==> src/design/xb_stream_pkg.sv <==
// ----------------------------------------
// Stream word layout shared by FIFOs and crossbar
// First word of a packet is a header, the rest are raw data
// ----------------------------------------
`default_nettype none

package xb_stream_pkg;

   localparam int unsigned STREAM_WIDTH    = 64;
   localparam int unsigned DST_WIDTH       = 16;
   localparam int unsigned FIFO_DEPTH_LOG2 = 4;

   // Header word fields, dst in the top bits
   typedef struct packed {
      logic [DST_WIDTH-1:0] dst;
      logic [15:0]          src;
      logic [15:0]          seq;
      logic [15:0]          len;
   } stream_hdr_t;

   // Same 64 bits seen as a header or as plain payload
   typedef union packed {
      stream_hdr_t               hdr;
      logic [STREAM_WIDTH-1:0]   data;
   } stream_word_u;

endpackage : xb_stream_pkg

`default_nettype wire

==> src/design/axi_fifo_short.sv <==
// ----------------------------------------
// Short stream FIFO carrying data plus last
// Used on every crossbar input and output
// ----------------------------------------
`timescale 1ns/1ps
`default_nettype none

module axi_fifo_short (
   input  logic                                   i_clk,
   input  logic                                   i_arst_n,
   input  logic                                   i_clear,
   input  logic [xb_stream_pkg::STREAM_WIDTH-1:0] i_tdata,
   input  logic                                   i_tvalid,
   input  logic                                   i_tlast,
   output logic                                   o_tready,
   output logic [xb_stream_pkg::STREAM_WIDTH-1:0] o_tdata,
   output logic                                   o_tvalid,
   output logic                                   o_tlast,
   input  logic                                   i_tready
);

   import xb_stream_pkg::*;

   localparam int DEPTH = 2 ** FIFO_DEPTH_LOG2;

   logic [STREAM_WIDTH:0]      mem [DEPTH];
   logic [FIFO_DEPTH_LOG2:0]   wr_ptr;
   logic [FIFO_DEPTH_LOG2:0]   rd_ptr;
   logic                       empty;
   logic                       full;
   logic                       wr_en;
   logic                       rd_en;

   // Wrap bit differs and index equal means full
   assign empty = (wr_ptr == rd_ptr);
   assign full  = (wr_ptr[FIFO_DEPTH_LOG2] != rd_ptr[FIFO_DEPTH_LOG2]) &&
                  (wr_ptr[FIFO_DEPTH_LOG2-1:0] == rd_ptr[FIFO_DEPTH_LOG2-1:0]);

   assign wr_en    = i_tvalid && !full;
   assign rd_en    = i_tready && !empty;
   assign o_tready = !full;
   assign o_tvalid = !empty;

   // Head entry is read straight out of the array
   assign {o_tlast, o_tdata} = mem[rd_ptr[FIFO_DEPTH_LOG2-1:0]];

   always_ff @(posedge i_clk) begin
      if (wr_en) begin
         mem[wr_ptr[FIFO_DEPTH_LOG2-1:0]] <= {i_tlast, i_tdata};
      end
   end

   always_ff @(posedge i_clk or negedge i_arst_n) begin
      if (!i_arst_n) begin
         wr_ptr <= '0;
         rd_ptr <= '0;
      end else if (i_clear) begin
         wr_ptr <= '0;
         rd_ptr <= '0;
      end else begin
         if (wr_en) wr_ptr <= wr_ptr + 1'b1;
         if (rd_en) rd_ptr <= rd_ptr + 1'b1;
      end
   end

endmodule : axi_fifo_short

`default_nettype wire

==> config.mk <==
export PLATFORM = sky130hd
export DESIGN_NAME = axi_fifo_short
export DESIGN_NICKNAME = d
export VERILOG_FILES = /design/src/design/xb_stream_pkg.sv /design/src/design/axi_fifo_short.sv
export SDC_FILE = /design/constraint.sdc
export NUM_CORES = 1
export LEC_CHECK = 0
export BUFFER_PORTS_ARGS = -buffer_cell sky130_fd_sc_hd__clkbuf_2
export CORE_MARGIN = 1
export CORE_UTILIZATION = 30
export DETAILED_ROUTE_END_ITERATION = 6
export PLACE_DENSITY_LB_ADDON = 0.2
export SLEW_MARGIN = 10
export SYNTH_ARGS = -nofsm -noshare
export SYNTH_HDL_FRONTEND = slang
export SYNTH_SLANG_ARGS = --single-unit
==> constraint.sdc <==
create_clock -name i_clk -period 9.6 [get_ports i_clk]
set_input_delay 0.48 -clock i_clk [delete_from_list [all_inputs] [get_ports i_clk]]
set_output_delay 0.48 -clock i_clk [all_outputs]
set_load 0.05 [all_outputs]
# Word-level counts from Yosys, hierarchy flattened
# Memory sizes are Yosys's and may differ from the RTL's.
# Cells that the tools add are included.
totals:
  ff_bits: 10
  latch_bits: 0
  ramBits: 1040
  rom_bits: 0
  inputBits: 70
  out_inout_bits: 67
  word_cells: 21
  memories: 1
classes:
  addsub: 2
  multipliers: 0
  n_div: 0
  order_cmp: 0
  eq_ne: 3
  shifts: 0
  mux: 6
  bitwise: 0
  reduce_logical: 7
mem_list:
  columns: ["name", "words", "word_bits", "rd", "rd_clocked_by_memory_dff", "write_ports", "line", "text"]
  rows:
  - ["mem", 16, 65, 1, 0, 1, "axi_fifo_short.sv:26", "logic [STREAM_WIDTH:0] mem [DEPTH];"]
ops:
  columns: ["operator", "n"]
  rows:
  - ["$mux 5", 4]
  - ["$add 5x1->5 const B", 2]
  - ["$eq 5x5->1", 1]
  - ["$eq 4x4->1", 1]
  - ["$reduce_bool 2->1", 2]
  - ["$logic_and 1x1->1", 3]
  - ["$logic_not 1->1", 2]
  - ["$mux 1", 2]
  - ["$ne 1x1->1", 1]

# Longest topological paths before layout
depth:
  word_depth: 6
  ltp_mapped: 8
  mapped_depth_nobuf: 4

# Least setup slack after synthesis
# Ideal clock, no wire load.
synth_timing:
  path_kind: "register -> register"
  start: "reg rd_ptr[0]"
  end: "mem mem[3][0] (netlist name), enable pin"
  setup_time_ns: 0.650
  arrival_ns: 7.591
  required_time_ns: 8.950
  path_slack_ns: 1.359
  stages_incl_launch_ff: 7
  n_path_buf: 2
  period_less_slack_ns: 8.241
  cell_sequence: "dfrtp_1 -> buf_2 -> xor2_1 -> nor4_4 -> a21boi_2 -> buf_2 -> nor4bb_1"
synth_between:
  elab_chain_cells: 6
synth_rtl:
  columns: ["element", "line", "text"]
  rows:
  - ["start, declared", "axi_fifo_short.sv:28", "logic [FIFO_DEPTH_LOG2:0] rd_ptr;"]
  - ["start signal, assigned", "axi_fifo_short.sv:62", "if (rd_en) rd_ptr <= rd_ptr + 1'b1;"]
  - ["$eq 4x4->1", "axi_fifo_short.sv:37", "(wr_ptr[FIFO_DEPTH_LOG2-1:0] == rd_ptr[FIFO_DEPTH_LOG2-1:0]);"]
  - ["$logic_and 1x1->1", "axi_fifo_short.sv:36", "assign full = (wr_ptr[FIFO_DEPTH_LOG2] != rd_ptr[FIFO_DEPTH_LOG2]) &&"]
  - ["$logic_not 1->1", "axi_fifo_short.sv:39", "assign wr_en = i_tvalid && !full;"]
  - ["$logic_and 1x1->1", "axi_fifo_short.sv:39", null]
  - ["$mux 1", "axi_fifo_short.sv:48", "if (wr_en) begin"]
  - ["$mux 1 (not written as such)", "axi_fifo_short.sv:49", "mem[wr_ptr[FIFO_DEPTH_LOG2-1:0]] <= {i_tlast, i_tdata};"]
  - ["end, declared", "axi_fifo_short.sv:26", null]
# No other way between the ends.

# Worst setup path in the final report
layout_timing:
  start: "reg rd_ptr[2]"
  end: "out o_tdata[4] (netlist name)"
layout_between:
  elab_chain_cells: 1
layout_rtl:
  columns: ["element", "line", "text"]
  rows:
  - ["$mem_v2 16x65", null, null]
  - ["end, declared", "axi_fifo_short.sv:16", "output logic [xb_stream_pkg::STREAM_WIDTH-1:0] o_tdata,"]
# No other way between the ends.

==> impl_metrics.csv <==
group,metric,value,unit
logic_synthesis,synth-seq-cells,1050,
die,num_rows,134,
logic_synthesis,synth_fp_nets,2037,
drt,vias_per_cell,5.00,
drt,vias,19954,
sta,slew_headroom,21.2,%
logic_synthesis,syn_inst,1962,
drt,ant_nets,0,
logic_synthesis,synth.top_cell.area_share,77.5,%
sta,finalHoldViolations,0,
placed_design,post-dp-hpwl,50900,um
clock_network,path_clk_slew,0.06,ns
die,pin_count,137,
pwr,ir_drop,0.151,mV
pwr,pwr-share-clk,40.4,%
logic_synthesis,avgSynthCellArea,20.5,um^2
sta,finalSetupViolCount,0,
pwr,sequentialPowerShare,48.7,%
global_route,grt_first_pass_wirelength,149000,um
final_layout,fillers,12436,
clock_network,numCtsBuffers,112,
logic_synthesis,ys_types,33,
worst_setup_path,cp_slowest_cell,"and2_4",
worst_setup_path,cp_data_required_time,9.12,ns
global_route,gr-total-overflow,0,
global_route,grt_max_degree,122,
logic_synthesis,yosysTopAreaCell,"edfxtp_1",
global_route,grt.total_usage,15.2,%
sta,tns,0,ns
drt,drc,0,
sta,fin_skew,0.0166,ns
logic_synthesis,synth_area_leaders,"edfxtp_1, mux4_2, mux2i_1",
global_route,antenna_found_initial,17,
worst_setup_path,startpoint_type,"register",
logic_synthesis,synth_area,40300,um^2
drt,first_pass_iters,5,
final_layout,syn2layout_area_growth,15.9,%
pwr,power_switching,2.54,mW
placed_design,gp_congestion,0.683,
pwr,swShare,24.1,%
clock_network,cts_tree,"built",
final_layout,seq_area,31500,um^2
final_layout,drive_gt1_share,21.3,%
flow_run,cap_violations,0,
worst_setup_path,crit_path_end_kind,"output port",
sta,fmax,194,MHz
logic_synthesis,ys_warn_count,0,
die,start_util,30.2,%
clock_network,htree_num_levels,3,
pwr,power,10.5,mW
worst_setup_path,cpPeakStageDelay,1.04,ns
logic_synthesis,ys_seq_area_share,78.1,%
sta,slew_violations,0,
drt,wl_per_cell,26.1,um
clock_network,insertion_delay,0.70,ns
pwr,internal_power,8.01,mW
pwr,combPwrFrac,11.0,%
pwr,power_density,226,nW/um^2
global_route,first_global_vias,20434,
final_layout,layout_common_cells,"edfxtp_1, mux2i_1, clkbuf_2",
sta,min_period,5.16,ns
worst_setup_path,crit_arrival,4.68,ns
clock_network,cts_root_buffer,"clkbuf_16",
sta,tightest_slew,1.18,ns
sta,hold-worst-slack,0.155,ns
final_layout,multi_input_area,8420,um^2
final_layout,final_common_cell,"edfxtp_1",
die,core,133000,um^2
outcome,outcome,"finished clean",
drt,wirelength,104000,um
clock_network,cts.path.max_buffers,3,
sta,finalCritPeriodShare,53.7,%
worst_setup_path,crit_type,"register to output port",
final_layout,final_nets,2204,
sta,rsz0062_at_grt,"false",
clock_network,cts_sinks,1050,
die,die_area,136000,um^2
die,die_w,369,um
min_path,hold_class,"primary input to register",
die,die_h,369,um
placed_design,port_buffers,136,
worst_setup_path,cp_cell_sequence,"and2_4 -> buf_4 -> a221oi_1 -> a22oi_1 -> nand2_1 -> clkbuf_2",
worst_setup_path,cp_max_fo,69,
pwr,cellLeakagePower,14.5,nW
drt,drt_iter0_markers,1643,
state kept, by name, summed over array words and instances (netlist names):
name	count
wr_ptr	5
rd_ptr	5
mem	1040
worst paths after layout:
check	to	slack [ns]	from	cells past startpoint
setup / recovery	o_tdata[4]	4.44	rd_ptr[2]	6
hold / removal	mem[10][63]	0.15	i_tdata[63]	1
setup reg to reg	mem[11][52]	5.38	rd_ptr[2]	5
hold reg to reg	wr_ptr[4]	0.67	wr_ptr[4]	2
max in group asynchronous	rd_ptr[0]	9.12	i_arst_n	2
min in group asynchronous	rd_ptr[2]	0.23	i_arst_n	2
power groups by stage:
stage,registers (mW),clock network (mW),logic (mW)
3_5_place_dp,5.23,0,1.18
2_1_floorplan,5.21,0,0.871
6_report,5.13,4.26,1.16
5_1_grt,5.14,4.54,1.24
3_3_place_gp,5.23,0,1.17
4_1_cts,5.13,4.37,1.18
metal layers:
layer / track usage (%) / vias up / routed length (um)
met2: 24.3 / 522 / 49000
li1: - / 8602 / -
met3: 2.27 / 138 / 5130
met1: 21.8 / 10684 / 48300
met5: 0 / - / 55
met4: 3.68 / 8 / 1680
Yosys cell counts:
library cell,number
a21boi_1,1
a21boi_2,1
a21oi_1,6
a221oi_1,130
a22oi_1,65
and2_1,1
and3_1,4
and4_1,3
and4b_1,6
buf_1,8
buf_2,48
buf_4,1
clkbuf_1,59
clkbuf_2,1
dfrtp_1,10
edfxtp_1,1040
ha_1,5
inv_1,2
inv_2,1
mux2_1,8
mux2i_1,262
mux4_2,130
nand2_1,69
nand2b_1,4
nand3_1,1
nand4_1,3
nor2_1,11
nor2b_1,8
nor4_4,1
nor4bb_1,2
o21ai_0,65
xnor2_1,1
xor2_1,5
per-stage QoR:
stage / util, % / std cells / instance area (um^2) / setup slack, ns
floorplan: - / 1962 / 40300 / 1.36
global placement: 32.3 / 3782 / 43100 / 5.06
detailed placement: 32.3 / 3782 / 43100 / 5.08
CTS: 35.0 / 3992 / 46700 / 4.29
global route: 35.0 / 3992 / 46700 / 4.04
finish: 35.0 / 3994 / 46700 / 4.44
critical path, delay by kind of cell, from the launching register on:
kind            cells  cell delay, ns
buf+inv             2            1.27
flops               1            0.87
compound gates      2            0.45
simple gates        2            1.29
what timing repair did:
item | in CTS | in global routing
hold buffers | 1 | 0
resized for setup | 0 | 0
buffers inserted | 0 | 0
endpoints found under the hold margin | 10 | 0
cell families after synthesis:
group                      share of synthesized area [%]
AOI/OAI and AO/OA                                   4.96
adders and majority gates                          0.155
muxes                                               14.0
buffers and inverters                               1.28
and+or+nand+nor                                     1.38
DFF                                                 78.1
xor gates and xnor gates                           0.130
area by class of cell:
cell class / count / area share (%)
clock buffer: 136 / 6.23
sequential: 1050 / 67.4
multi-input combinational: 792 / 18.0
timing repair buffer: 170 / 2.03
antenna: 2 / 0.0107
clock inverter: 73 / 1.57
inverter: 3 / 0.0268
tap: 1768 / 4.73
Note: power is estimated with default switching activity, not from simulation.
