**src/design/xb_stream_pkg.sv**
```systemverilog
// ----------------------------------------
// Stream word layout shared by FIFOs and crossbar
// First word of a packet is a header, the rest are raw data
// ----------------------------------------
`default_nettype none

package xb_stream_pkg;

   localparam int unsigned STREAM_WIDTH    = 64;
   localparam int unsigned DST_WIDTH       = 16;
   localparam int unsigned FIFO_DEPTH_LOG2 = 4;

   // Header word fields, dst in the top bits
   typedef struct packed {
      logic [DST_WIDTH-1:0] dst;
      logic [15:0]          src;
      logic [15:0]          seq;
      logic [15:0]          len;
   } stream_hdr_t;

   // Same 64 bits seen as a header or as plain payload
   typedef union packed {
      stream_hdr_t               hdr;
      logic [STREAM_WIDTH-1:0]   data;
   } stream_word_u;

endpackage : xb_stream_pkg

`default_nettype wire

```
**src/design/pkt_monitor.sv**
```systemverilog
// ----------------------------------------
// Whole-packet counter beside an input FIFO
// Tells the crossbar a complete packet is waiting
// ----------------------------------------
`timescale 1ns/1ps
`default_nettype none

module pkt_monitor (
   input  logic i_clk,
   input  logic i_arst_n,
   input  logic i_clear,
   input  logic i_in_xfer_last,
   input  logic i_out_xfer_last,
   output logic o_pkt_present
);

   import xb_stream_pkg::*;

   // A full FIFO can hold one single-word packet per entry
   logic [FIFO_DEPTH_LOG2:0] pkt_count;

   always_ff @(posedge i_clk or negedge i_arst_n) begin
      if (!i_arst_n) begin
         pkt_count <= '0;
      end else if (i_clear) begin
         pkt_count <= '0;
      end else if (i_in_xfer_last && !i_out_xfer_last) begin
         pkt_count <= pkt_count + 1'b1;
      end else if (!i_in_xfer_last && i_out_xfer_last) begin
         pkt_count <= pkt_count - 1'b1;
      end
   end

   assign o_pkt_present = (pkt_count != '0);

endmodule : pkt_monitor

`default_nettype wire

```
**config.mk**
```make
export PLATFORM = sky130hd
export DESIGN_NAME = pkt_monitor
export DESIGN_NICKNAME = d
export VERILOG_FILES = /design/src/design/xb_stream_pkg.sv /design/src/design/pkt_monitor.sv
export SDC_FILE = /design/constraint.sdc
export NUM_CORES = 1
export LEC_CHECK = 0
export ABC_CLOCK_PERIOD_IN_PS = 3800
export BUFFER_PORTS_ARGS = -buffer_cell sky130_fd_sc_hd__buf_2
export CAP_MARGIN = 40
export CORE_AREA = 2 2 39 41
export CTS_CLUSTER_DIAMETER = 100
export CTS_CLUSTER_SIZE = 8
export DETAILED_ROUTE_END_ITERATION = 8
export DIE_AREA = 0 0 41 43
export GPL_TIMING_DRIVEN = 0
export PLACE_DENSITY = 0.59
export SETUP_SLACK_MARGIN = 0.1
export SLEW_MARGIN = 40
export SYNTH_ARGS = -nofsm -noshare
export SYNTH_HDL_FRONTEND = slang
export SYNTH_SLANG_ARGS = --single-unit
```
**constraint.sdc**
```tcl
create_clock -name i_clk -period 3.8 [get_ports i_clk]
set_input_delay 0.19 -clock i_clk [delete_from_list [all_inputs] [get_ports i_clk]]
set_output_delay 0.19 -clock i_clk [all_outputs]
set_load 0.005 [all_outputs]
```
After elaboration in Yosys (flattened, before gate mapping)
Index checks and enable logic that the tools add are counted.
{"block": "op_classes", "div": 0, "mul": 0, "n_addsub": 2, "n_bitwise": 0, "n_eq_ne": 0, "reduce_logical": 6, "n_mux": 3, "shifts": 0, "n_lt_le_gt_ge": 0}
{"operator": "2-to-1 mux 5 bit", "n": 3}
{"operator": "adder 5 x 1 -> 5 bit, second input constant", "n": 1}
{"operator": "nonzero test 5 bit", "n": 1}
{"operator": "subtractor 5 x 1 -> 5 bit, second input constant", "n": 1}
{"operator": "nonzero test 3 bit", "n": 1}
{"operator": "logical AND 1 bit", "n": 2}
{"operator": "zero test 1 bit", "n": 2}
{"block": "word_totals", "latch_bits": 0, "ram_bits": 0, "output_inout_bits": 1, "n_memories": 0, "rom_bits": 0, "in_bits": 5, "ff_bits": 5, "wordCells": 12}

Logic depth before layout (Yosys ltp)
{"block": "depth", "word_depth": 5, "ltp_mapped": 5, "depth_no_buf": 5}

Worst setup path after synthesis
Ideal clock, no wire load.
{"block": "synth_timing", "kind": "input port to flip-flop", "from": "in i_out_xfer_last", "to": "reg pkt_count[4]", "setup_slack_ns": 2.396, "cell_stages": 5, "t_arrival_ns": 1.333, "setup_time_ns": 0.071, "required_ns": 3.729, "path_buffers": 0, "cell_sequence": "nand2b_1 ha_1 a21oi_1 a2111o_1 nand4_1"}
{"block": "synth_via", "elab_chain_cells": 4, "elab_cells_between_ends": 6, "classes_between": "mux (2); reduce/logical (4)"}
{"element": "start: declaration", "line": "pkt_monitor.sv:13", "text": "input logic i_out_xfer_last,"}
{"element": "zero test 1 bit", "line": "pkt_monitor.sv:27", "text": "end else if (i_in_xfer_last && !i_out_xfer_last) begin"}
{"element": "logical AND 1 bit", "line": "pkt_monitor.sv:27"}
{"element": "2-to-1 mux 5 bit", "line": "pkt_monitor.sv:27"}
{"element": "2-to-1 mux 5 bit", "line": "pkt_monitor.sv:25", "text": "end else if (i_clear) begin"}
{"element": "end signal: assignment", "line": "pkt_monitor.sv:28", "text": "pkt_count <= pkt_count + 1'b1;"}
{"element": "end signal: assignment", "line": "pkt_monitor.sv:30", "text": "pkt_count <= pkt_count - 1'b1;"}
{"element": "end: declaration", "line": "pkt_monitor.sv:20", "text": "logic [FIFO_DEPTH_LOG2:0] pkt_count;"}
Parallel ways exist; a longest one is shown, timed or not.
A chain may end at the register's enable or synchronous reset.

Final worst setup path
{"block": "layout_timing", "from": "reg pkt_count[2]", "to": "reg pkt_count[3]"}
{"block": "layout_via", "elab_chain_cells": 4, "elab_cells_between_ends": 5, "classes_between": "add/sub (2); mux (3)"}
{"element": "subtractor 5 x 1 -> 5 bit", "line": "pkt_monitor.sv:30"}
{"element": "2-to-1 mux 5 bit", "line": "pkt_monitor.sv:29", "text": "end else if (!i_in_xfer_last && i_out_xfer_last) begin"}
{"element": "2-to-1 mux 5 bit *", "line": "pkt_monitor.sv:27"}
{"element": "2-to-1 mux 5 bit *", "line": "pkt_monitor.sv:25"}
Mark *: on every way between the ends. The rest lies on a longest branch, timed or not. The select of a mux whose other input is x is not followed.

==> metrics.txt <==
# TYPE chip_impl_metric gauge
chip_impl_metric{name="syn-mean-instance-area",unit="um2"} 9.34
chip_impl_metric{name="clkPwrFrac",unit="%"} 29.4
chip_impl_info{name="largest_register",value="pkt_count"} 1
chip_impl_metric{name="sum_of_negative_setup_slack",unit="ns"} 0
chip_impl_metric{name="fin_cells",unit=""} 70
chip_impl_metric{name="drt_first_pass_iters",unit=""} 1
chip_impl_metric{name="fp-row-count",unit=""} 14
chip_impl_metric{name="dpl_cells",unit=""} 65
chip_impl_metric{name="p_per_area",unit="mW/mm2"} 417
chip_impl_info{name="highest_layer",value="met3"} 1
chip_impl_metric{name="timing.clock.skew",unit="ns"} 0.00401
chip_impl_metric{name="timing.max_slew.rel_slack",unit="%"} 69.4
chip_impl_metric{name="yosysSeqAreaShare",unit="%"} 29.8
chip_impl_metric{name="max-cap-violations",unit=""} 0
chip_impl_metric{name="ir_worst_vdd",unit="uV"} 196
chip_impl_metric{name="design.final.nets",unit=""} 65
chip_impl_metric{name="power_switching_share",unit="%"} 34.5
chip_impl_metric{name="dr.first_iter.drc_count",unit=""} 0
chip_impl_info{name="reg_top3",value="pkt_count (5)"} 1
chip_impl_info{name="setup.worst_path.start_class",value="flip-flop"} 1
chip_impl_metric{name="post-layout-total-power",unit="W"} 0.000207
chip_impl_info{name="yosys.cell_count.top_type",value="sky130_fd_sc_hd__dfrtp_1"} 1
chip_impl_metric{name="netlist_instances",unit=""} 45
chip_impl_metric{name="grt_remaining_overflow",unit=""} 0
chip_impl_metric{name="flow.area_growth_from_synthesis",unit="%"} 18.2
chip_impl_metric{name="min_period",unit="ns"} 1.46
chip_impl_info{name="synth_top_flop_cell",value="sky130_fd_sc_hd__dfrtp_1"} 1
chip_impl_metric{name="post_dp_cell_area",unit="um2"} 460
chip_impl_metric{name="fmax",unit="MHz"} 684
chip_impl_metric{name="crit_fanout",unit=""} 4
chip_impl_info{name="cp-endpoint",value="pkt_count[3]$_DFFE_PN0P_"} 1
chip_impl_metric{name="clk_pin_slew",unit="ns"} 0.04
chip_impl_metric{name="die_height",unit="um"} 43
chip_impl_metric{name="routed_wirelength",unit="um"} 804
chip_impl_metric{name="cts_max_path_buffers",unit=""} 2
chip_impl_info{name="synthTopCellsByArea",value="sky130_fd_sc_hd__dfrtp_1, sky130_fd_sc_hd__ha_1, sky130_fd_sc_hd__a2111o_1, sky130_fd_sc_hd__fa_1, sky130_fd_sc_hd__nand2b_1"} 1
chip_impl_info{name="synth.largest_area_cell",value="sky130_fd_sc_hd__dfrtp_1"} 1
chip_impl_metric{name="share_comb_of_total_power",unit="%"} 34.5
chip_impl_info{name="min-delay-path-class",value="input port to async pin"} 1
chip_impl_metric{name="synth_enable_flop_cells",unit=""} 0
chip_impl_metric{name="worst-endpoint-required",unit="ns"} 3.91
chip_impl_metric{name="initial_utilization",unit="%"} 30.4
chip_impl_metric{name="number_of_antenna_violations_at_the_first_check_in_global_routing",unit=""} 0
chip_impl_metric{name="largest_register_ff_count",unit=""} 5
chip_impl_metric{name="post_route_cells_drive_above_1_share",unit="%"} 16.7
chip_impl_info{name="grt_setup_unrepaired",value="false"} 1
chip_impl_info{name="timing.rr.end",value="pkt_count[3]$_DFFE_PN0P_"} 1
chip_impl_metric{name="count_of_pins_on_the_block_boundary",unit=""} 6
chip_impl_metric{name="wl_per_cell",unit="um"} 11.5
chip_impl_info{name="worst_r2r_startpoint",value="pkt_count[2]$_DFFE_PN0P_"} 1
chip_impl_metric{name="detail_route.vias_per_cell",unit=""} 5.03
chip_impl_metric{name="design.core.area",unit="mm2"} 0.00138
chip_impl_metric{name="synth_largest_type_area_fraction",unit="%"} 29.8
chip_impl_metric{name="async_s_r_ff_share_synth",unit="%"} 100
chip_impl_metric{name="wl_met2",unit="um"} 346
chip_impl_metric{name="ff2ff_path_depth",unit=""} 4
chip_impl_info{name="worst_setup_ep_type",value="flip-flop"} 1
chip_impl_info{name="run_status",value="finished, final reports clean"} 1
chip_impl_metric{name="number_of_buffers_created_by_cts",unit=""} 3
chip_impl_metric{name="hold_buffers",unit=""} 1
chip_impl_metric{name="gpl.final_weighted_congestion",unit=""} 0.787
chip_impl_metric{name="total_number_of_h_tree_levels",unit=""} 1
chip_impl_metric{name="power.static_leakage",unit="nW"} 0.206
chip_impl_metric{name="p_int",unit="W"} 0.000136
chip_impl_metric{name="drc",unit=""} 0
chip_impl_metric{name="global_route_wire_length_before_repair",unit="mm"} 1.39
chip_impl_metric{name="antennaDiodeCount",unit=""} 0
chip_impl_metric{name="post-route-cell-area",unit="um2"} 497
chip_impl_metric{name="setup_viol",unit=""} 0
chip_impl_metric{name="fin_util",unit="%"} 35.9
chip_impl_metric{name="worst_skew_pair.late_latency",unit="ns"} 0.24
chip_impl_metric{name="power_switching",unit="W"} 0.0000715
chip_impl_metric{name="cts_post_setup_buffers_inserted",unit=""} 0
chip_impl_metric{name="rrSetupSlack",unit="ns"} 2.34
chip_impl_info{name="timing.critical_path.cells",value="ha_1 > nand3_1 > a2111o_1 > o311ai_0"} 1
chip_impl_info{name="critical_path.startpoint",value="pkt_count[2]$_DFFE_PN0P_"} 1
chip_impl_info{name="cts_tree",value="yes"} 1
chip_impl_metric{name="dpl_hpwl",unit="um"} 629
chip_impl_info{name="path_class",value="flip-flop to flip-flop"} 1
chip_impl_metric{name="number_of_nets_produced_by_synthesis",unit=""} 55
chip_impl_metric{name="die_width",unit="um"} 41
chip_impl_metric{name="io_buffer_count",unit=""} 4
chip_impl_metric{name="finalCritPeriodShare",unit="%"} 38.5
chip_impl_metric{name="grt_max_degree",unit=""} 11
chip_impl_metric{name="worst-endpoint-arrival",unit="ns"} 1.58
chip_impl_metric{name="synth_area",unit="um2"} 420
chip_impl_metric{name="met3WireLength",unit="um"} 26
chip_impl_metric{name="grtUsageTotal",unit="%"} 11.8
chip_impl_metric{name="cp_slowest_stage_delay",unit="ns"} 0.42
chip_impl_metric{name="cts.repair.resized",unit=""} 0
chip_impl_info{name="crit_slowest_cell",value="sky130_fd_sc_hd__dfrtp_1"} 1
chip_impl_metric{name="ys_ff_latch",unit=""} 5
chip_impl_metric{name="routed-via-count",unit=""} 352
chip_impl_metric{name="antenna_violating_nets_post_route",unit=""} 0
chip_impl_metric{name="p_seq_share",unit="%"} 36.1
chip_impl_info{name="clock_tree_root_driver_cell",value="sky130_fd_sc_hd__clkbuf_4"} 1
chip_impl_metric{name="yosys.cell_types.count",unit=""} 21
chip_impl_metric{name="clkSinkCount",unit=""} 5
chip_impl_metric{name="report.final.slew_viol_count",unit=""} 0
chip_impl_metric{name="slew_of_the_pin_with_the_lowest_slew_margin",unit="ns"} 0.460
chip_impl_metric{name="drt-met1-wl",unit="um"} 431
chip_impl_metric{name="report.final.hold_viol_count",unit=""} 0
chip_impl_metric{name="grt_pass1_vias",unit=""} 341
chip_impl_metric{name="synth_warnings",unit=""} 0
chip_impl_metric{name="design.die.area",unit="mm2"} 0.00176
chip_impl_info{name="most_frequent_cells_after_synthesis",value="sky130_fd_sc_hd__dfrtp_1, sky130_fd_sc_hd__ha_1, sky130_fd_sc_hd__nor2_1"} 1
-- per-stage QoR --
stage | hold WS [ns] | worst slack [ns]
finish | 0.294 | 2.34
floorplan | -0.106 | 2.40
global route | 0.308 | 2.23
detailed placement | 0.0123 | 2.12
global placement | 0.00822 | 2.11
CTS | 0.287 | 2.33
-- critical path, delay by kind of cell (launching register included) --
kind,cells,cell delay (ns)
AOI/OAI and AO/OA,2,0.49
DFF,1,0.42
adders and majority gates,1,0.33
and+or+nand+nor,1,0.10
-- power groups by stage --
stage	clock network [W]	registers (W)	logic [W]
final	0.0000608	0.0000748	0.0000715
after global routing	0.0000680	0.0000764	0.0000829
after CTS	0.0000641	0.0000749	0.0000722
after detailed placement	0	0.0000754	0.0000713
after global placement	0	0.0000756	0.0000698
after floorplan	0	0.0000722	0.0000540
-- logic make-up after synthesis --
logic type,Yosys count,synth area share [%]
AOI/OAI and AO/OA,8,16.4
xor gates and xnor gates,3,8.04
adders and majority gates,5,16.7
buffers and inverters,3,2.68
DFF,5,29.8
and+or+nand+nor,21,26.5
-- final cells by class --
cell class,count,area (um2)
Inverter,2,7.51
Clock buffer,4,26.3
Fill cell,150,887
Multi-Input combinational cell,37,284
Timing Repair Buffer,5,30.0
Sequential cell,5,125
Buffer,1,3.75
Tap cell,16,20.0
-- cells in the final DEF (no fill, tap or decap), types with 2 or more instances in the layout --
master	synthesis	layout
sky130_fd_sc_hd__dfrtp_1	5	5
sky130_fd_sc_hd__nor2_1	4	4
sky130_fd_sc_hd__ha_1	4	4
sky130_fd_sc_hd__buf_2	0	4
sky130_fd_sc_hd__nand2b_1	3	3
sky130_fd_sc_hd__nand2_1	3	3
sky130_fd_sc_hd__a21oi_1	3	3
sky130_fd_sc_hd__nand4_1	3	3
sky130_fd_sc_hd__clkbuf_4	0	3
sky130_fd_sc_hd__nor3_1	2	2
sky130_fd_sc_hd__inv_1	2	2
sky130_fd_sc_hd__nand3_1	2	2
sky130_fd_sc_hd__clkbuf_1	1	2
sky130_fd_sc_hd__a2111o_1	2	2
sky130_fd_sc_hd__nor2b_1	2	2
sky130_fd_sc_hd__xnor2_1	2	2
-- worst min-delay path by stage --
stage	start	to	slack (ns)	cells after the start
final	i_arst_n	pkt_count[0]$_DFFE_PN0P_	0.29	2
after global routing	i_arst_n	pkt_count[3]$_DFFE_PN0P_	0.31	2
after CTS	i_arst_n	pkt_count[1]$_DFFE_PN0P_	0.29	2
after detailed placement	i_arst_n	pkt_count[1]$_DFFE_PN0P_	0.01	1
after global placement	i_arst_n	pkt_count[0]$_DFFE_PN0P_	0.008	1
after floorplan	i_arst_n	pkt_count[0]$_DFFE_PN0P_	-0.11	0
-- per-layer routing --
metal	up-vias	global-route usage, %
met1	160	17.0
met4	0	4.00
li1	185	-
met3	0	6.28
met2	7	14.7
met5	-	0
Note: power is estimated with default switching activity, not from simulation.
