==> src/design/xb_cfg_pkg.sv <==
// ----------------------------------------
// Settings bus widths and register map
// Imported by the settings register and the crossbar
// ----------------------------------------
`default_nettype none

package xb_cfg_pkg;

   // Settings bus shape
   localparam int unsigned SR_AWIDTH = 16;
   localparam int unsigned SR_DWIDTH = 32;

   // Register map
   localparam logic [SR_AWIDTH-1:0] SR_XB_LOCAL = 16'd512;

   // Local address compared against the upper destination byte
   localparam int unsigned LOCAL_ADDR_WIDTH = 8;

endpackage : xb_cfg_pkg

`default_nettype wire
==> src/design/setting_reg.sv <==
// ----------------------------------------
// Local address register on the settings bus
// ----------------------------------------
`timescale 1ns/1ps
`default_nettype none

module setting_reg (
   input  logic                                   i_clk,
   input  logic                                   i_arst_n,
   input  logic                                   i_set_stb,
   input  logic [xb_cfg_pkg::SR_AWIDTH-1:0]       i_set_addr,
   input  logic [xb_cfg_pkg::SR_DWIDTH-1:0]       i_set_data,
   output logic [xb_cfg_pkg::LOCAL_ADDR_WIDTH-1:0] o_value
);

   import xb_cfg_pkg::*;

   // Only the low bits of the data word are kept
   always_ff @(posedge i_clk or negedge i_arst_n) begin
      if (!i_arst_n) begin
         o_value <= '0;
      end else if (i_set_stb && (i_set_addr == SR_XB_LOCAL)) begin
         o_value <= i_set_data[LOCAL_ADDR_WIDTH-1:0];
      end
   end

endmodule : setting_reg

`default_nettype wire

==> config.mk <==
export PLATFORM = sky130hd
export DESIGN_NAME = setting_reg
export DESIGN_NICKNAME = d
export VERILOG_FILES = /design/src/design/xb_cfg_pkg.sv /design/src/design/setting_reg.sv
export SDC_FILE = /design/constraint.sdc
export NUM_CORES = 1
export LEC_CHECK = 0
export ABC_AREA = 1
export BUFFER_PORTS_ARGS = -buffer_cell sky130_fd_sc_hd__buf_2
export CORE_MARGIN = 2
export CORE_UTILIZATION = 26
export CTS_BUF_LIST = sky130_fd_sc_hd__clkbuf_16
export DETAILED_ROUTE_END_ITERATION = 10
export PLACE_DENSITY = 0.77
export SLEW_MARGIN = 40
export SYNTH_ARGS = -nofsm -noshare
export SYNTH_HDL_FRONTEND = slang
export SYNTH_SLANG_ARGS = --single-unit
==> constraint.sdc <==
create_clock -name i_clk -period 0.8 [get_ports i_clk]
set_input_delay 0.08 -clock i_clk [delete_from_list [all_inputs] [get_ports i_clk]]
set_output_delay 0.08 -clock i_clk [all_outputs]
set_load 0.01 [all_outputs]
After elaboration in Yosys (flattened, before gate mapping)
Cells that the tools add are included.
{"block": "totals", "register_bits": 8, "inputBits": 51, "word_cells": 3}
{"block": "op_classes", "n_eq_ne": 1, "n_reduce_logical": 1}
{"cell": "16-bit by 10-bit equality test with 1-bit output, second input constant", "count": 1}
{"cell": "1-bit logical AND", "count": 1}

Logic depth before layout (Yosys ltp)
Gate-level depths: netlist of the first run.
{"block": "depth", "depth_word": 2, "depth_mapped": 7, "mapped_depth_nobuf": 7}

Worst setup path before layout of the first run
No wires, ideal clock.
{"block": "synth_path", "path_kind": "input to register", "startpoint": "input i_set_addr[1] (netlist bit)", "endpoint": "register o_value[0] (netlist bit)", "setup_time_ns": 0.117, "arrival_ns": 0.721, "required_ns": 0.683, "setup_slack_ns": -0.038, "cell_stages": 5, "n_path_buf": 0, "path_cell_list": "or2_4 nor2_8 nand3_4 nand2_1 nand2_1"}
{"block": "synth_via", "elab_chain_cells": 2}
{"item": "start: declaration", "line_no": "setting_reg.sv:11", "source": "input logic [xb_cfg_pkg::SR_AWIDTH-1:0] i_set_addr,"}
{"item": "16-bit by 10-bit equality test with 1-bit output", "line_no": "setting_reg.sv:22", "source": "end else if (i_set_stb && (i_set_addr == SR_XB_LOCAL)) begin"}
{"item": "1-bit logical AND", "line_no": "setting_reg.sv:22"}
{"item": "end signal: assignment", "line_no": "setting_reg.sv:23", "source": "o_value <= i_set_data[LOCAL_ADDR_WIDTH-1:0];"}
{"item": "end: declaration", "line_no": "setting_reg.sv:13", "source": "output logic [xb_cfg_pkg::LOCAL_ADDR_WIDTH-1:0] o_value"}
No other way between the ends.
A chain may end at the register's enable or synchronous reset.

Worst setup path in the final report of the first run
{"block": "layout_path", "startpoint": "register o_value[7] (netlist bit)", "endpoint": "output o_value[7] (netlist bit)"}
No word-level cell between the ends.

==> reports/qor.csv, run 1 <==
stage;metric;value;unit
routing;initial DRC count;3;
placement;DP HPWL;907;µm
global_route;initial antenna violation count;0;
worst_setup_path;Crit path required time;0.72;ns
sta;Worst Skew;0;ns
global_route;largest net degree at the start of global routing;9;
worst_setup_path;delay-heaviest family, CP;flip-flops;
floorplan;Top Ports;59;
floorplan;die height;44.7;µm
clock_network;CTS max path bufs;2;
final_layout;final instance area;817;µm²
sta;RSZ-0062 raised after global routing;yes;
run;number of max-cap violations;0;
sta;final worst-path setup slack;-0.0199;ns
worst_setup_path;critical path class;flop to output port;
final_layout;biggest registers after layout;o_value (8);
clock_network;clk slew on worst S/H paths;0.04;ns
routing;drt pass-1 iters;3;
final_layout;most frequent cells in the layout;buf_2 (34), nand2_1 (16), buf_4 (13);
clock_network;clock sinks;8;
power_and_ir_drop;Static Leak;0.499;nW
worst_setup_path;Setup crit start kind;flop;
worst_setup_path;WP buf/inv;1;
sta;post-layout min period;0.820;ns
global_route;gr ovfl total;0;
worst_setup_path;critical path cell sequence;buf_2;
placement;routability cong.;0.738;
worst_setup_path;crit-path max FO;2;
worst_setup_path;Crit-path slowest cell;dfrtp_1;
clock_network;TritonCTS buffer count;3;
global_route;vias in the first global route;493;
final_layout;share of cells above drive strength 1;0.622;
worst_setup_path;crit path DAT;0.74;ns
logic_synthesis;syn_nets;98;
logic_synthesis;sequential fraction of the synthesis area;0.464;
worst_setup_path;crit-path max cell delay;0.37;ns
routing;via/cell ratio;4.48;
logic_synthesis;Cell variety after synth;11;
final_layout;Largest register FFs;8;
min_path;worst hold path class;input pin to flop;
logic_synthesis;cell count after synthesis;47;
routing;vias;511;
global_route;first-pass GRT wire length;1800;µm
sta;WHS;0.108;ns
routing;DRC violations left;0;
floorplan;Die Wd;44.7;µm
sta;Hold Fails Final Rpt;0;
run_status;failing checks;setup timing;
final_layout;ant diodes;0;
logic_synthesis;syn_area_per_cell;9.18;µm²
logic_synthesis;Post-Syn Area;432;µm²
run_status;outcome;complete, but fails checks;
clock_network;CTS tree;built;
sta;fin. max-slew vios;0;
final_layout;nets;151;
routing;DR WL/cell;9.54;µm
logic_synthesis;Synth area leaders;dfrtp_1 (46%), nand2_1 (16%), nand4_1 (12%);
power_and_ir_drop;Cell Pwr Density;1660;nW/µm²
sta;worst slew pin tran;0.242;ns
global_route;Total GRT Usage;0.125;
floorplan;core area;1520;µm²
worst_setup_path;endpoint class of the critical path;output port;
floorplan;initial core utilization;0.283;
power_and_ir_drop;maximum VDD drop;0.000748;V
placement;placed inst area;664;µm²
logic_synthesis;top cell type's share of synthesized area;0.464;
clock_network;Clock Latency Late Sink;0.23;ns
logic_synthesis;post-synth top area cell;dfrtp_1;
final_layout;Area Overhead vs Synth;89.3;%
placement;port bufs;34;
floorplan;DIE AREA;2000;µm²
logic_synthesis;Synth Register Bits;8;
sta;Relative slew margins;0.838;
logic_synthesis;Synth Warn #;0;
clock_network;H-tree depth;1;
sta;Setup Viol. Count Final;8;
routing;Routed Antenna Nets;0;
routing;total wire length;1090;µm
final_layout;register with the most flip-flops;o_value;
sta;Tcrit/Tclk final;1.02;
clock_network;CTS root buf;clkbuf_16;
floorplan;Cell Rows;14;
final_layout;most common cell after layout, fill and taps aside;buf_2;
sta;Fmax;1.22;GHz
==> cell type report <==
class	count	area [µm²]
clock buffer	3	75.1
fill	148	707
inverter	1	3.75
multi-input combinational	38	240
sequential	8	200
tap	16	20.0
timing repair buffer	48	278
==> where the power goes <==
group          leakage (nW)  internal [mW]  switching, mW
combinational         0.350         0.0699         0.0534
sequential            0.112          0.407      0.0000611
clock                0.0370          0.643          0.182
total                 0.499           1.12          0.235
==> Yosys cell counts <==
cell type  count
nor2_4         1
nand2_1       18
nor2_8         1
nand2_4        1
inv_1          1
nand3_4        1
or2_4          1
dfrtp_1        8
nand4_1        8
nor3b_4        1
nor2_1         6
==> final timing paths <==
path / start / endpoint / slack, ns / cells after the start
min in group asynchronous: i_arst_n / o_value[7] / 0.22 / 2
max: o_value[7] / o_value[7] / -0.02 / 1
max in group asynchronous: i_arst_n / o_value[1] / 0.41 / 2
min reg2reg: o_value[7] / o_value[7] / 0.48 / 2
max reg2reg: o_value[2] / o_value[2] / 0.09 / 3
min: i_set_data[4] / o_value[4] / 0.11 / 3
==> what timing repair did <==
action                     CTS  global route
hold buffers                 1             0
gates resized for setup      0             3
setup buffers                7             1
pin swaps                    0             4
setup endpoints to repair    8            16
hold endpoints to repair     8             0
==> logic make-up (layout without fill, tap and decap cells) <==
logic type             count (synthesis)  count (layout)  share of synthesized area
buffers and inverters                  1              52                    0.00869
flip-flops                             8               8                      0.464
AND/OR/NAND/NOR                       38              38                      0.528
==> tightest hold or removal path, delay by kind of cell <==
family / cells / cell delay (ns)
AND/OR/NAND/NOR: 2 / 0.15
buffers and inverters: 1 / 0.08
==> layer usage <==
| metal | vias to the layer above | global-route usage | wire length [µm] | share of wire |
|---|---|---|---|---|
| li1 | 263 | - | - | - |
| met1 | 220 | 0.137 | 421 | 0.39 |
| met2 | 28 | 0.223 | 542 | 0.50 |
| met3 | 0 | 0.0360 | 124 | 0.11 |
| met4 | 0 | 0.0545 | 0 | 0 |
| met5 | - | 0 | 0 | 0 |
==> through the flow <==
stage / TNS, ns / instances / setup WS, ns / power [mW] / utilization
6_report: -0.0690 / 114 / -0.0199 / 1.36 / 0.536
5_1_grt: -0.340 / 114 / -0.0476 / 1.42 / 0.536
3_5_place_dp: -1.07 / 102 / -0.147 / 0.532 / 0.436
3_3_place_gp: -0.796 / 102 / -0.104 / 0.530 / 0.436
2_1_floorplan: -0.104 / 47 / -0.0129 / 0.448 / -
4_1_cts: -0.0994 / 113 / -0.0221 / 1.38 / 0.526
No activity file was read; power rests on OpenSTA's default activity.
==> inputs of run 2 (changes only) <==
--- a/config.mk
+++ b/config.mk
@@ -5,10 +5,9 @@
 export SDC_FILE = /design/constraint.sdc
 export NUM_CORES = 1
 export LEC_CHECK = 0
-export ABC_AREA = 1
 export BUFFER_PORTS_ARGS = -buffer_cell sky130_fd_sc_hd__buf_2
 export CORE_MARGIN = 2
-export CORE_UTILIZATION = 26
+export CORE_UTILIZATION = 23
 export CTS_BUF_LIST = sky130_fd_sc_hd__clkbuf_16
 export DETAILED_ROUTE_END_ITERATION = 10
 export PLACE_DENSITY = 0.77
==> constraint.sdc (replaced) <==
create_clock -name i_clk -period 0.8 [get_ports i_clk]
set_input_delay 0 -clock i_clk [delete_from_list [all_inputs] [get_ports i_clk]]
set_output_delay 0 -clock i_clk [all_outputs]
set_load 0.01 [all_outputs]
==> reports/qor.csv, run 2 <==
stage;metric;value;unit;change
placement;placed inst area;548;µm²;-18%
floorplan;die height;43.0;µm;-3.8%
final_layout;share of cells above drive strength 1;0.787;;+0.164
final_layout;Area Overhead vs Synth;84.6;%;
logic_synthesis;commonest cells in the netlist;dfrtp_1 (8), mux2_2 (8), nor4_1 (2);;
sta;Fmax;0.797;GHz;-35%
logic_synthesis;Synth Warn #;0;;unchanged
routing;via/cell ratio;4.49;;+0.25%
routing;initial DRC count;0;;-3
global_route;Total GRT Usage;0.0950;;-0.0303
power_and_ir_drop;maximum VDD drop;0.000998;V;+34%
sta;post-layout min period;1.26;ns;+0.436 ns
global_route;M3 GR Usage;0.0511;;+0.0151
logic_synthesis;Synth area leaders;dfrtp_1 (57%), mux2_2 (26%), nor4_4 (6.1%);;
global_route;first-pass GRT wire length;1270;µm;-30%
sta;Hold Fails Final Rpt;0;;unchanged
logic_synthesis;Synth Area in Compound Gates;0;;unchanged
sta;fin. max-slew vios;0;;unchanged
clock_network;CTS tree;built;;
logic_synthesis;sequential fraction of the synthesis area;0.571;;+0.108
routing;DR WL/cell;10.8;µm;+13%
final_layout;non-filler cells, final;77;;-32%
run_status;failing checks;setup timing;;
clock_network;CTS max path bufs;2;;unchanged
global_route;vias in the first global route;323;;-34%
global_route;met2 global-route usage;0.164;;-0.0596
routing;Routed Antenna Nets;0;;unchanged
floorplan;Top Ports;59;;unchanged
logic_synthesis;largest family of logic cells by synthesized area;multiplexers;;
final_layout;final instance area;647;µm²;-21%
run;number of max-cap violations;0;;unchanged
worst_setup_path;Crit path required time;0.91;ns;+0.19 ns
global_route;grt met1 use;0.0955;;-0.0413
final_layout;Largest register FFs;8;;unchanged
floorplan;core area;1470;µm²;-3.4%
floorplan;Cell Rows;14;;unchanged
final_layout;biggest registers after layout;o_value (8);;
worst_setup_path;crit-path max FO;8;;+6
sta;Relative slew margins;0.830;;-0.00779
logic_synthesis;area share of and/or/nand/nor cells after synthesis;0.171;;-0.356
clock_network;Clock Latency Late Sink;0.22;ns;about the same
routing;drt pass-1 iters;1;;-2
power_and_ir_drop;Cell Pwr Density;2010;nW/µm²;+21%
routing;total wire length;828;µm;-24%
sta;RSZ-0062 raised after global routing;yes;;
sta;Worst Skew;0;ns;unchanged
floorplan;DIE AREA;1850;µm²;-7.5%
floorplan;initial core utilization;0.238;;-0.0452
logic_synthesis;Post-Syn Area;350;µm²;-19%
clock_network;clk slew on worst S/H paths;0.04;ns;about the same
sta;Setup Viol. Count Final;8;;unchanged
final_layout;nets;114;;-25%
final_layout;most frequent cells in the layout;buf_2 (33), dfrtp_1 (8), mux2_2 (7);;
logic_synthesis;Cell variety after synth;7;;-4
power_and_ir_drop;Static Leak;0.363;nW;-27%
placement;routability cong.;0.592;;-20%
logic_synthesis;Synth Register Bits;8;;unchanged
logic_synthesis;syn_nets;73;;-26%
logic_synthesis;syn_area_per_cell;15.9;µm²;+73%
sta;worst slew pin tran;0.252;ns;+0.00962 ns
worst_setup_path;Setup crit start kind;input pin;;
worst_setup_path;crit path DAT;1.36;ns;+0.62 ns
logic_synthesis;post-synthesis mux area share;0.257;;+0.257
power_and_ir_drop;total power;1.30;mW;-3.9%
final_layout;register with the most flip-flops;o_value;;
sta;setup tns final;-3.59;ns;-3.52 ns
min_path;worst hold path class;input pin to flop;;
global_route;busiest grt layer;met2;;
logic_synthesis;top cell type's share of synthesized area;0.571;;+0.108
global_route;largest net degree at the start of global routing;9;;unchanged
placement;port bufs;34;;unchanged
logic_synthesis;post-synthesis adder-cell area fraction;0;;unchanged
sta;WHS;0.0108;ns;-0.0970 ns
worst_setup_path;endpoint class of the critical path;flop;;
run_status;outcome;complete, but fails checks;;
logic_synthesis;Async S/R FF share, synth;1.00;;unchanged
logic_synthesis;post-synth top area cell;dfrtp_1;;
placement;Inst Count DP;73;;-28%
sta;Tcrit/Tclk final;1.57;;+0.544
clock_network;CTS root buf;clkbuf_16;;
final_layout;most common cell after layout, fill and taps aside;buf_2;;
logic_synthesis;Synth Area in XOR/XNOR;0;;unchanged
clock_network;H-tree depth;1;;unchanged
routing;DRC violations left;0;;unchanged
clock_network;TritonCTS buffer count;3;;unchanged
global_route;gr ovfl total;0;;unchanged
sta;final worst-path setup slack;-0.455;ns;-0.436 ns
final_layout;ant diodes;0;;unchanged
logic_synthesis;number of flops mapped to enable cells by yosys;0;;unchanged
routing;vias;346;;-32%
global_route;initial antenna violation count;0;;unchanged
floorplan;Die Wd;43.0;µm;-3.8%
logic_synthesis;cell count after synthesis;22;;-53%
logic_synthesis;Main synth FF type;dfrtp_1;;
worst_setup_path;critical path class;input pin to flop;;
clock_network;clock sinks;8;;unchanged
## run 2: changes by cell type in the layout (fill, tap and decap cells not counted), moves of 3 or more
cell and change:
nor2_1 -3, nand2_1 -16, mux2_2 +7, nand4_1 -8
nor2_2 -3, buf_4 -13
## run 2: repair_timing
item / in CTS / in global routing
setup endpoints to repair: 8 / 8
hold buffers: 1 / 0
resized for setup: 3 / 0
setup buffers: 0 / 0
cloned: 0 / 0
endpoints found under the hold margin: 8 / 0
## run 2: worst max-delay path: stages
cell	delay (ns)
buf_6	0.09
or4b_4	0.53
nor4_4	0.23
buf_6	0.17
mux2_2	0.33
## run 2: worst paths after layout
path                            slack (ns)           from          to  depth (start not counted)
worst max-delay path                 -0.46  i_set_addr[5]  o_value[3]                          5
worst min-delay path                  0.01  i_set_data[7]  o_value[7]                          2
worst max register to register        0.04     o_value[1]  o_value[1]                          1
worst min register to register        0.50     o_value[0]  o_value[0]                          1
max in group asynchronous             0.50       i_arst_n  o_value[4]                          2
min in group asynchronous             0.14       i_arst_n  o_value[7]                          2
## run 2: through the flow
| stage | worst slack, ns | utilization |
|---|---|---|
| after detailed placement | -0.725 | 0.372 |
| after floorplan | -0.650 | - |
| after global routing | -0.504 | 0.440 |
| after CTS | -0.469 | 0.440 |
| final | -0.455 | 0.440 |
| after global placement | -0.697 | 0.372 |
## run 2: final cells by class
type                    instances  area [µm²]
fillers                       138         825
clock buffers                   3        75.1
well taps                      16        20.0
multi-input cells              14         154
flip-flops and latches          8         200
repair buffers                 36         198
## run 2: routing by layer
layer | up-vias | part of all wire
li1 | 164 | -
met1 | 155 | 0.32
met2 | 27 | 0.49
met3 | 0 | 0.18
met4 | 0 | 0
met5 | - | 0
## run 2: kinds of logic (layout without fill, tap and decap cells)
family	Yosys count	after routing
buffers and inverters	0	39
and+or+nand+nor	6	6
muxes	8	8
DFF	8	8
## run 2: report_power, final
| group | internal, mW | total (mW) | switching (mW) | leakage [nW] |
|---|---|---|---|---|
| logic | 0.0561 | 0.0858 | 0.0296 | 0.214 |
| registers | 0.407 | 0.407 | 0.0000611 | 0.112 |
| clock network | 0.642 | 0.810 | 0.168 | 0.0370 |
| total | 1.11 | 1.30 | 0.198 | 0.363 |
